`src/rtl/sdmac_pkg.sv`:
```
// ~~~~~~~~~~~~~~~~~~~~~~~~~~~~~~~~~~~~~~~~
// Sizes and the SCSI state encoding shared by the DMA path
// Imported by each RTL module and the testbench
// ~~~~~~~~~~~~~~~~~~~~~~~~~~~~~~~~~~~~~~~~

package sdmac_pkg;

  // Memory side word and SCSI side byte
  localparam int DATA_W         = 32;
  localparam int BYTE_W         = 8;
  localparam int BYTES_PER_WORD = 4;

  // Word FIFO between the SCSI side and the bus master
  localparam int FIFO_DEPTH = 8;
  localparam int FIFO_AW    = 3;

  // Host programming
  localparam int COUNT_W = 8;
  localparam int ADDR_W  = 32;

  // Product terms produced by the term decoder
  localparam int NUM_TERMS = 10;

  // One flop per active state, so the decoder can test a single bit.
  // S_DONE is the all-zero pattern; any pattern with more than one
  // bit set is reserved and never reached from reset
  typedef enum logic [4:0] {
    S_DONE     = 5'b00000,
    S_IDLE     = 5'b00001,
    S_WAIT_REQ = 5'b00010,
    S_ACK      = 5'b00100,
    S_PACK     = 5'b01000,
    S_PUSH     = 5'b10000
  } scsi_state_t;

endpackage

```
`src/rtl/bus_master.sv`:
```
// ~~~~~~~~~~~~~~~~~~~~~~~~~~~~~~~~~~~~~~~~
// Memory-side bus master that writes FIFO words one at a time
// Raises done once the SCSI side has finished and everything is written
// ~~~~~~~~~~~~~~~~~~~~~~~~~~~~~~~~~~~~~~~~

module bus_master import sdmac_pkg::*; (
  input  logic              sclk,
  input  logic              rst_n,
  input  logic              start,
  input  logic [ADDR_W-1:0] start_addr,
  input  logic              fifo_empty,
  input  logic [DATA_W-1:0] fifo_rdata,
  input  logic              mem_ack_n,
  input  logic              sm_finished,
  output logic              fifo_pop,
  output logic              mem_as_n,
  output logic [ADDR_W-1:0] mem_addr,
  output logic [DATA_W-1:0] mem_wdata,
  output logic              done
);

  logic              busy_q;
  logic              ack_seen;
  logic [ADDR_W-1:0] addr_q;
  logic [DATA_W-1:0] data_q;

  // A new word is taken only between bus cycles
  assign fifo_pop = !busy_q && !fifo_empty;
  assign ack_seen = busy_q && !mem_ack_n;

  always_ff @(posedge sclk) begin
    if (!rst_n) begin
      busy_q <= 1'b0;
      done   <= 1'b0;
    end else begin
      if (fifo_pop) begin
        busy_q <= 1'b1;
      end else if (ack_seen) begin
        busy_q <= 1'b0;
      end
      if (start) begin
        done <= 1'b0;
      end else if (sm_finished && fifo_empty && !busy_q) begin
        done <= 1'b1;
      end
    end
  end

  always_ff @(posedge sclk) begin
    if (start) begin
      addr_q <= start_addr;
    end else if (ack_seen) begin
      addr_q <= addr_q + ADDR_W'(BYTES_PER_WORD);
    end
    if (fifo_pop) begin
      data_q <= fifo_rdata;
    end
  end

  assign mem_as_n  = ~busy_q;
  assign mem_addr  = addr_q;
  assign mem_wdata = data_q;

  a_bus_stable: assert property (@(posedge sclk) disable iff (!rst_n)
    !mem_as_n |=> mem_as_n || ($stable(mem_addr) && $stable(mem_wdata)))
    else $error("bus_master: address or data moved during a bus cycle");

endmodule

```
`src/rtl/dma_fifo.sv`:
```
// ~~~~~~~~~~~~~~~~~~~~~~~~~~~~~~~~~~~~~~~~
// Show-ahead word FIFO between the SCSI side and the bus master
// rdata always presents the oldest entry
// ~~~~~~~~~~~~~~~~~~~~~~~~~~~~~~~~~~~~~~~~

module dma_fifo import sdmac_pkg::*; (
  input  logic              sclk,
  input  logic              rst_n,
  input  logic              push,
  input  logic [DATA_W-1:0] wdata,
  input  logic              pop,
  output logic [DATA_W-1:0] rdata,
  output logic              full,
  output logic              empty
);

  logic [DATA_W-1:0]  mem [FIFO_DEPTH];
  logic [FIFO_AW-1:0] wr_ptr_q;
  logic [FIFO_AW-1:0] rd_ptr_q;
  logic [FIFO_AW:0]   count_q;
  logic [FIFO_AW:0]   count_d;

  always_comb begin
    count_d = count_q;
    if (push && !pop) begin
      count_d = count_q + 1'b1;
    end else if (pop && !push) begin
      count_d = count_q - 1'b1;
    end
  end

  // Flags come from the next count so they are valid right after the edge
  always_ff @(posedge sclk) begin
    if (!rst_n) begin
      wr_ptr_q <= '0;
      rd_ptr_q <= '0;
      count_q  <= '0;
      full     <= 1'b0;
      empty    <= 1'b1;
    end else begin
      if (push) wr_ptr_q <= wr_ptr_q + 1'b1;
      if (pop)  rd_ptr_q <= rd_ptr_q + 1'b1;
      count_q <= count_d;
      full    <= (count_d == (FIFO_AW+1)'(FIFO_DEPTH));
      empty   <= (count_d == '0);
    end
  end

  always_ff @(posedge sclk) begin
    if (push) begin
      mem[wr_ptr_q] <= wdata;
    end
  end

  assign rdata = mem[rd_ptr_q];

  a_no_push_full: assert property (@(posedge sclk) disable iff (!rst_n)
    push |-> !full) else $error("dma_fifo: push while full");
  a_no_pop_empty: assert property (@(posedge sclk) disable iff (!rst_n)
    pop |-> !empty) else $error("dma_fifo: pop while empty");

endmodule

```
`src/rtl/scsi_dma_sm.sv`:
```
// ~~~~~~~~~~~~~~~~~~~~~~~~~~~~~~~~~~~~~~~~
// SCSI side of the DMA path: byte handshake, packing and FIFO push
// Next state is built from the decoder's product terms
// ~~~~~~~~~~~~~~~~~~~~~~~~~~~~~~~~~~~~~~~~

module scsi_dma_sm import sdmac_pkg::*; (
  input  logic               sclk,
  input  logic               rst_n,
  input  logic               start,
  input  logic [COUNT_W-1:0] xfer_words,
  input  logic               dreq_n,
  input  logic [BYTE_W-1:0]  sdata,
  input  logic               fifo_full,
  output logic               dack_n,
  output logic               fifo_push,
  output logic [DATA_W-1:0]  fifo_wdata,
  output logic               sm_finished
);

  scsi_state_t                         state_q;
  scsi_state_t                         state_d;
  logic [4:0]                          nxt;
  logic [$clog2(BYTES_PER_WORD)-1:0]   bo_q;
  logic [COUNT_W-1:0]                  cnt_q;
  logic [DATA_W-1:0]                   word_q;
  logic                                boeq3;
  logic                                last_word;
  logic [NUM_TERMS-1:0]                term_n;

  assign boeq3     = &bo_q;
  assign last_word = (cnt_q == COUNT_W'(1));

  scsi_term_decode u_term_decode (
    .state_q   (state_q),
    .dreq_n    (dreq_n),
    .boeq3     (boeq3),
    .fifo_full (fifo_full),
    .last_word (last_word),
    .start     (start),
    .term_n    (term_n)
  );

  // Each state flop is set by the OR of the terms that enter it.
  // Idle holds itself until start; done holds because no term sets a bit
  assign nxt[0] = state_q[0] & term_n[0];
  assign nxt[1] = ~term_n[0] | ~term_n[2] | ~term_n[5] | ~term_n[8] | ~term_n[9];
  assign nxt[2] = ~term_n[1];
  assign nxt[3] = ~term_n[3];
  assign nxt[4] = ~term_n[4] | ~term_n[6];
  assign state_d = scsi_state_t'(nxt);

  always_ff @(posedge sclk) begin
    if (!rst_n) begin
      state_q <= S_IDLE;
      bo_q    <= '0;
      cnt_q   <= '0;
    end else begin
      state_q <= state_d;
      if (!term_n[0] || !term_n[9]) begin
        bo_q  <= '0;
        cnt_q <= xfer_words;
      end
      // Offset wraps to lane 0 after the fourth byte
      if (!term_n[4] || !term_n[5]) begin
        bo_q <= bo_q + 1'b1;
      end
      if (!term_n[8]) begin
        cnt_q <= cnt_q - 1'b1;
      end
    end
  end

  // Byte is taken on the edge that ends the dack_n pulse
  always_ff @(posedge sclk) begin
    if (!term_n[3]) begin
      word_q[bo_q*BYTE_W +: BYTE_W] <= sdata;
    end
  end

  assign dack_n      = term_n[3];
  assign fifo_push   = ~(term_n[7] & term_n[8]);
  assign fifo_wdata  = word_q;
  assign sm_finished = (state_q == S_DONE);

  // A strobe is always followed by the pack cycle
  a_dack_single: assert property (@(posedge sclk) disable iff (!rst_n)
    !dack_n |=> dack_n)
    else $error("scsi_dma_sm: dack_n low for two cycles");

endmodule

```
`src/rtl/scsi_term_decode.sv`:
```
// ~~~~~~~~~~~~~~~~~~~~~~~~~~~~~~~~~~~~~~~~
// Product-term decoder for the SCSI side state machine
// Turns state flops and qualifiers into active-low transition terms
// ~~~~~~~~~~~~~~~~~~~~~~~~~~~~~~~~~~~~~~~~

module scsi_term_decode import sdmac_pkg::*; (
  input  scsi_state_t           state_q,
  input  logic                  dreq_n,
  input  logic                  boeq3,
  input  logic                  fifo_full,
  input  logic                  last_word,
  input  logic                  start,
  output logic [NUM_TERMS-1:0]  term_n
);

  logic q_idle;
  logic q_wait;
  logic q_ack;
  logic q_pack;
  logic q_push;
  logic n_q_idle;
  logic n_q_wait;
  logic n_q_ack;
  logic n_q_pack;
  logic n_q_push;
  logic n_dreq_n;
  logic n_fifo_full;

  // State flops, one per active state
  assign q_idle = state_q[0];
  assign q_wait = state_q[1];
  assign q_ack  = state_q[2];
  assign q_pack = state_q[3];
  assign q_push = state_q[4];

  assign n_q_idle    = ~q_idle;
  assign n_q_wait    = ~q_wait;
  assign n_q_ack     = ~q_ack;
  assign n_q_pack    = ~q_pack;
  assign n_q_push    = ~q_push;
  assign n_dreq_n    = ~dreq_n;
  assign n_fifo_full = ~fifo_full;

  // Term map
  //   0 idle and start          5 pack, more bytes to come
  //   1 wait, request present   6 push, FIFO full
  //   2 wait, no request        7 push, room, last word
  //   3 ack                     8 push, room, more words
  //   4 pack, byte offset 3     9 done and start
  assign term_n[0] = ~(q_idle & start);
  assign term_n[1] = ~(q_wait & n_dreq_n);
  assign term_n[2] = ~(q_wait & dreq_n);
  assign term_n[3] = ~(q_ack);
  assign term_n[4] = ~(q_pack & boeq3);
  assign term_n[5] = ~(q_pack & ~boeq3);
  assign term_n[6] = ~(q_push & fifo_full);
  assign term_n[7] = ~(q_push & n_fifo_full & last_word);
  assign term_n[8] = ~(q_push & n_fifo_full & ~last_word);
  // Done is the only state with every flop clear
  assign term_n[9] = ~(n_q_idle & n_q_wait & n_q_ack & n_q_pack & n_q_push & start);

  // Holds only while the state register carries a legal one-hot or zero code
  always_comb begin
    assert ($isunknown(term_n) || $onehot0(~term_n))
      else $error("scsi_term_decode: more than one term active");
  end

endmodule

```
`src/rtl/sdmac_top.sv`:
```
// ~~~~~~~~~~~~~~~~~~~~~~~~~~~~~~~~~~~~~~~~
// SCSI-to-memory DMA path: SCSI state machine, word FIFO, bus master
// ~~~~~~~~~~~~~~~~~~~~~~~~~~~~~~~~~~~~~~~~

module sdmac_top import sdmac_pkg::*; (
  input  logic               sclk,
  input  logic               rst_n,
  input  logic               start,
  input  logic [ADDR_W-1:0]  start_addr,
  input  logic [COUNT_W-1:0] xfer_words,
  input  logic               dreq_n,
  input  logic [BYTE_W-1:0]  sdata,
  output logic               dack_n,
  output logic               mem_as_n,
  output logic [ADDR_W-1:0]  mem_addr,
  output logic [DATA_W-1:0]  mem_wdata,
  input  logic               mem_ack_n,
  output logic               done
);

  logic              fifo_push;
  logic [DATA_W-1:0] fifo_wdata;
  logic              fifo_full;
  logic              fifo_pop;
  logic [DATA_W-1:0] fifo_rdata;
  logic              fifo_empty;
  logic              sm_finished;

  scsi_dma_sm u_scsi_sm (
    .sclk        (sclk),
    .rst_n       (rst_n),
    .start       (start),
    .xfer_words  (xfer_words),
    .dreq_n      (dreq_n),
    .sdata       (sdata),
    .fifo_full   (fifo_full),
    .dack_n      (dack_n),
    .fifo_push   (fifo_push),
    .fifo_wdata  (fifo_wdata),
    .sm_finished (sm_finished)
  );

  dma_fifo u_fifo (
    .sclk  (sclk),
    .rst_n (rst_n),
    .push  (fifo_push),
    .wdata (fifo_wdata),
    .pop   (fifo_pop),
    .rdata (fifo_rdata),
    .full  (fifo_full),
    .empty (fifo_empty)
  );

  bus_master u_bus_master (
    .sclk        (sclk),
    .rst_n       (rst_n),
    .start       (start),
    .start_addr  (start_addr),
    .fifo_empty  (fifo_empty),
    .fifo_rdata  (fifo_rdata),
    .mem_ack_n   (mem_ack_n),
    .sm_finished (sm_finished),
    .fifo_pop    (fifo_pop),
    .mem_as_n    (mem_as_n),
    .mem_addr    (mem_addr),
    .mem_wdata   (mem_wdata),
    .done        (done)
  );

endmodule

```
`config.mk`:
```
export PLATFORM = sky130hd
export DESIGN_NAME = sdmac_top
export DESIGN_NICKNAME = d
export VERILOG_FILES = /design/src/rtl/sdmac_pkg.sv /design/src/rtl/bus_master.sv /design/src/rtl/dma_fifo.sv /design/src/rtl/scsi_dma_sm.sv /design/src/rtl/scsi_term_decode.sv /design/src/rtl/sdmac_top.sv
export SDC_FILE = /design/constraint.sdc
export NUM_CORES = 1
export LEC_CHECK = 0
export BUFFER_PORTS_ARGS = -buffer_cell sky130_fd_sc_hd__buf_2
export CAP_MARGIN = 20
export CORE_MARGIN = 8
export CORE_UTILIZATION = 45
export CTS_CLUSTER_DIAMETER = 200
export DETAILED_ROUTE_END_ITERATION = 8
export PLACE_DENSITY = 0.67
export SYNTH_ARGS = -nofsm -noshare
export SYNTH_HDL_FRONTEND = slang
export SYNTH_SLANG_ARGS = --single-unit
```
`constraint.sdc`:
```
create_clock -name sclk -period 5.35 [get_ports sclk]
set_input_delay 0 -clock sclk [delete_from_list [all_inputs] [get_ports sclk]]
set_output_delay 0 -clock sclk [all_outputs]
set_load 0.02 [all_outputs]
```
# After elaboration in Yosys (flattened, before gate mapping)
# Memory sizes are Yosys's and may differ from the RTL's. A register that Yosys moved wholly into a read port is not among the register bits.
# Index checks and enable logic that the tools add are counted.
# op_classes
mul,0
div_mod_pow,0
muxes,12
shifts,2
bitwise,36
add_sub_neg,8
reduce_logical,20
order_cmp,0
n_eq_ne,2
# ops
op,n
$mux 32,2
$neg 5->34,1
$shift 8x34->32 const A,1
$shiftx 8x34->32,1
$add 32x3->32 const B,1
$bwmux 32,1
$and 1x1->1,16
$mux 8,2
$not 1->1,15
$eq 8x1->1 const B,1
$mux 4,2
$reduce_bool 2->1,4
$sub 8x1->8 const B,1
$add 3x1->3 const B,2
$logic_and 1x1->1,6
$logic_not 5->1,1
$or 1x1->1,5
$add 4x1->4 const B,1
$eq 4x4->1 const B,1
$logic_not 1->1,4
$logic_not 4->1,1
$mux 2,2
$sub 4x1->4 const B,1
$mux 1,3
4 further kinds,5
# word_totals
n_memories,1
ff_bits,93
mem_bits_rw,256
out_inout_bits,67
latch_bits,0
wordCells,93
rom_bits,0
# mem_list
memory,words,width,rd,rd_clocked_by_memory_dff,write_ports,line_no,source
u_fifo.mem,8,32,1,1,1,dma_fifo.sv:17,logic [DATA_W-1:0] mem [FIFO_DEPTH];

# Logic depth before layout (Yosys ltp)
# logic_depth
ltp_word,9
ltp_mapped,7
mapped_depth_nobuf,7

# Hierarchy
# From an unflattened synthesis, not the netlist that was laid out.
# hier_totals
cells_unflattened,861
hier_area_um2,15496.1
# modules_own_cells
mod,area_per_inst_um2,n_inst,cells_per_inst,seq_area_each_um2
dma_fifo,10476.3,1,448,7987.7
bus_master,2964.1,1,242,1961.9
scsi_dma_sm,1986.9,1,159,1261.2
scsi_term_decode,68.8,1,12,0.0

# Least setup slack after synthesis
# OpenSTA, ideal clock, no wires.
# synth_timing
kind,register -> register
start,register u_fifo.full
end,memory u_fifo.mem[0][0] (enable)
synth_period_minus_slack_ns,4.290
n_path_buf,1
setup_slack_ns,1.060
t_arrival_ns,3.789
stages_incl_launch_ff,4
cell_sequence,dfxtp_1 > nand2b_1 > clkbuf_1 > nor4_1
# synth_via
elab_chain_cells,6
elab_cells_between_ends,8
# synth_rtl
item,line_no,source
from (decl),dma_fifo.sv:13,"output logic full,"
from (signal assigned),dma_fifo.sv:44,full <= (count_d == (FIFO_AW+1)'(FIFO_DEPTH));
$not 1->1 (*),scsi_term_decode.sv:42,assign n_fifo_full = ~fifo_full;
$and 1x1->1 (*),"scsi_term_decode.sv:57, scsi_term_decode.sv:58",
$and 1x1->1 (on tied branches),"scsi_term_decode.sv:57, scsi_term_decode.sv:58",
$not 1->1 (on tied branches),"scsi_term_decode.sv:57, scsi_term_decode.sv:58",
$and 1x1->1 (*),scsi_dma_sm.sv:81,assign fifo_push = ~(term_n[7] & term_n[8]);
$mux 1 (not written as such) (*),dma_fifo.sv:51,mem[wr_ptr_q] <= wdata;
to (decl),dma_fifo.sv:17,
# Mark *: on every way between the ends. The rest lies on a longest branch, timed or not.

==> results.md <==
* Status: finished clean
* Grt ovf at 0
* Flop-to-flop setup slack at 2710 ps
* Antenna cells at 0
* CORE AREA at 33,300 µm²
* Final Power at 7.91 mW
* Max-Cap Viols at 0
* Seq cells post-synth at 381
* Tcrit/Tclk final at 49.4%
* P_leak at 6.05 nW
* Synth async-reset ratio at 0%
* Count leader, synth: edfxtp_1
* Layout area overhead at 20.9%
* Post-CTS setup buffers at 0
* Req. time, crit path at around 5600 ps
* Post-synth EDFFs at 352
* Critical path class: reg -> reg
* Post-Syn Area at 15,100 µm²
* Cts bufs inserted at 40
* Largest net degree at the start of global routing at 69
* Post-Synthesis Cells at between 800 and 900
* CP Launch Point: u_fifo.rd_ptr_q[0]$_SDFFE_PN0P_
* First-pass GRT wire length at 50,400 µm
* Initial antenna violation count at 0
* Die area at a little under 40,000 µm²
* Routability cong. at just over 0.8
* Primary FF master, synth: edfxtp_1
* Logic pwr share at 16.0%
* Clk_lat worst skew at approximately 540 ps
* Period minus WS final at 2640 ps
* Number of remaining DRC errors at 0
* Yosys warns at 0
* R2R cell count at 3
* Switching portion of total power at 25.6%
* CTS tree: yes
* Final setup TNS at 0 ps
* Startpoint Class: flip-flop
* Die height at 199 µm
* Worst slew margin at a little over a third
* GRT Overall Usage at around 16%
* Min-delay worst type: in -> reg
* Crit path to: u_bus_master.mem_wdata[31]$_DFFE_PP_
* Avg Vias per Cell at approximately 5.4
* Crit Path Max Fanout at 45
* Hold buffers post-CTS at 52
* Fin. Hold Viols at 0
* PD cells at roughly 430 nW/µm²
* Syn Area/Cell at 17.6 µm²
* Final wirelength at 32,200 µm
* Initial core utilization at 45.3%
* Commonest cells post-synth: edfxtp_1, mux4_2, nor2_1, nand2_1, mux2_2
* Area leader, netlist: edfxtp_1
* FF-to-FF Start: u_fifo.rd_ptr_q[0]$_SDFFE_PN0P_
* Filler cell count at 2,587
* Worst setup EP type: flip-flop
* Die width at roughly 200 µm
* Register area share after synthesis at 73.9%
* Post-CTS sizing at 0
* 1st-iter DRT viols at 584
* FF/Latch Area at around 11,000 µm²
* Setup ws final at 2710 ps
* Synth area leaders: edfxtp_1, mux4_2, dfxtp_1, mux2_2, nor2_1
* Peak Freq at 379 MHz
* Tightest Pin Transition at ~960 ps
* Mapped Nets at 923
* Critical Path, Cell by Cell: buf_4 > mux4_2 > mux2_2
* Post-Layout Cell Count at 1,532
* Critical path's slowest cell: dfxtp_4
* Worst path max stage delay at 990 ps
* Clock network fraction of total power at 37.4%
* CTS root buffer: clkbuf_16
* Wire per inst at 21.0 µm
* Number of H-tree levels at 2
* Worst EP arrival at 2920 ps
* DP Worst Slack at 2660 ps
* Nets@finish at 1,119
* Final setup vio count at 0
* Sequential power share at 46.7%
* Sink Count at roughly 380
* DPL Wire Length at about 19,000 µm
* Unrepaired setup endpoints after global routing: no
* CTS Buffer Depth at 3
* Post-synth cell types at 47
* I/O pin count at between 100 and 150
* Clock Skew at a little over 20 ps
* Max-slew violations at 0
* Sw Pwr at around 2 mW
* Area of the multi-input gates at between 3000 and 4000 µm²
* Vias in the first global route at 8,788
* DR vias at 8,218
* Yosys top cell area share at roughly 70%
* Placed cell count at 1,406
* Port buffer count at 119
* Cell internal pwr at 5.88 mW
* Post-route ant nets at 0
* First-pass DRT Iterations at 5
* Floorplan row count at 67
* Share of post-route cells with drive strength above 1 at roughly 29%
* Worst R2R End: u_bus_master.mem_wdata[31]$_DFFE_PP_
* VDD IR max at 0.000231 V
* CTS clk-pin slew, worst paths at 60 ps
[final cells by class]
class,instances,area share [%]
Clock buffer,46,5.61
Clock inverter,27,2.17
Inverter,14,0.288
Multi-Input combinational cell,428,20.8
Sequential cell,381,61.1
Tap cell,448,3.07
Timing Repair Buffer,188,6.88
[worst min-delay path by stage]
stage | to | from | slack (ps) | depth (start not counted)
final | u_bus_master.mem_addr[1]$_DFFE_PP_ | start | 110 | 2
after global routing | u_bus_master.mem_addr[1]$_DFFE_PP_ | start | 140 | 2
after CTS | u_bus_master.mem_addr[1]$_DFFE_PP_ | start | 90 | 2
after detailed placement | u_scsi_sm.state_q[2]$_SDFF_PN0_ | dreq_n | 190 | 2
after global placement | u_scsi_sm.state_q[2]$_SDFF_PN0_ | dreq_n | 190 | 2
after floorplan | u_scsi_sm.state_q[2]$_SDFF_PN0_ | dreq_n | 70 | 1
[layer usage]
metal	up-vias	routed length [µm]	GRT usage, %	part of all wire [%]
met5	-	0	0	0
met4	0	709	4.69	2.2
met3	47	2080	3.52	6.4
met2	262	15600	26.9	49
met1	4167	13800	22.1	43
li1	3742	-	-	-
[placed cells by master (no fill, tap or decap), types with 4 or more instances in the layout]
master / netlist / layout
nand2b_1: 12 / 12
nor4_1: 7 / 6
clkinv_2: 0 / 7
edfxtp_1: 352 / 352
nand4_1: 8 / 8
dfxtp_1: 29 / 27
bufinv_16: 0 / 8
o21ai_1: 7 / 7
nand2_1: 55 / 55
nor3_2: 0 / 4
nor2_4: 0 / 4
nor3_1: 20 / 16
nor2_1: 58 / 54
mux4_2: 64 / 64
mux2_2: 33 / 33
clkinv_1: 0 / 6
xor2_1: 15 / 15
nand3_1: 16 / 16
clkbuf_16: 0 / 40
and3_1: 6 / 6
inv_1: 14 / 14
ha_1: 13 / 13
buf_2: 5 / 119
clkbuf_1: 24 / 6
and2_1: 16 / 16
xnor2_1: 20 / 20
dlygate4sd3_1: 0 / 52
o21ai_0: 30 / 30
a21oi_1: 12 / 12
buf_4: 0 / 16
[cells by family after synthesis]
family          count (synthesis)  share of synthesized area (%)
flops                         381                           73.9
xor+xnor                       35                           2.03
fa+ha+maj                      13                           1.08
buf+inv                        48                           1.29
compound gates                 72                           2.86
simple gates                  211                           6.83
mux                            97                           12.0
[worst max-delay path: cells and delay by family (launching register included)]
family | cells | cell delay [ps]
buf+inv | 1 | 520
flops | 1 | 990
mux | 2 | 830
[per-stage QoR]
step | instance area (µm²) | hold WS [ps] | utilization (%)
2_1_floorplan | 15100 | 71.6 | -
6_report | 18300 | 113 | 54.8
5_1_grt | 18300 | 138 | 54.8
4_1_cts | 18200 | 85.6 | 54.8
3_3_place_gp | 16300 | 191 | 48.9
3_5_place_dp | 16300 | 195 | 48.9
[sequential cells by signal, indices dropped and copies added, names as in the netlist, 2 cells and up]
name,cells
u_fifo.rd_ptr_q,3
u_scsi_sm.fifo_wdata,32
u_bus_master.mem_wdata,32
u_bus_master.mem_addr,32
u_scsi_sm.state_q,5
u_scsi_sm.cnt_q,8
u_fifo.mem,256
u_fifo.count_q,4
u_scsi_sm.bo_q,2
u_fifo.wr_ptr_q,3
[power groups by stage]
stage          sequential, mW  clock, mW  combinational, mW
2_1_floorplan            3.77          0              0.841
3_3_place_gp             3.78          0               1.20
3_5_place_dp             3.79          0               1.22
4_1_cts                  3.73       3.02               1.25
5_1_grt                  3.73       3.12               1.37
6_report                 3.69       2.95               1.26
(Power assumes the default switching activity.)
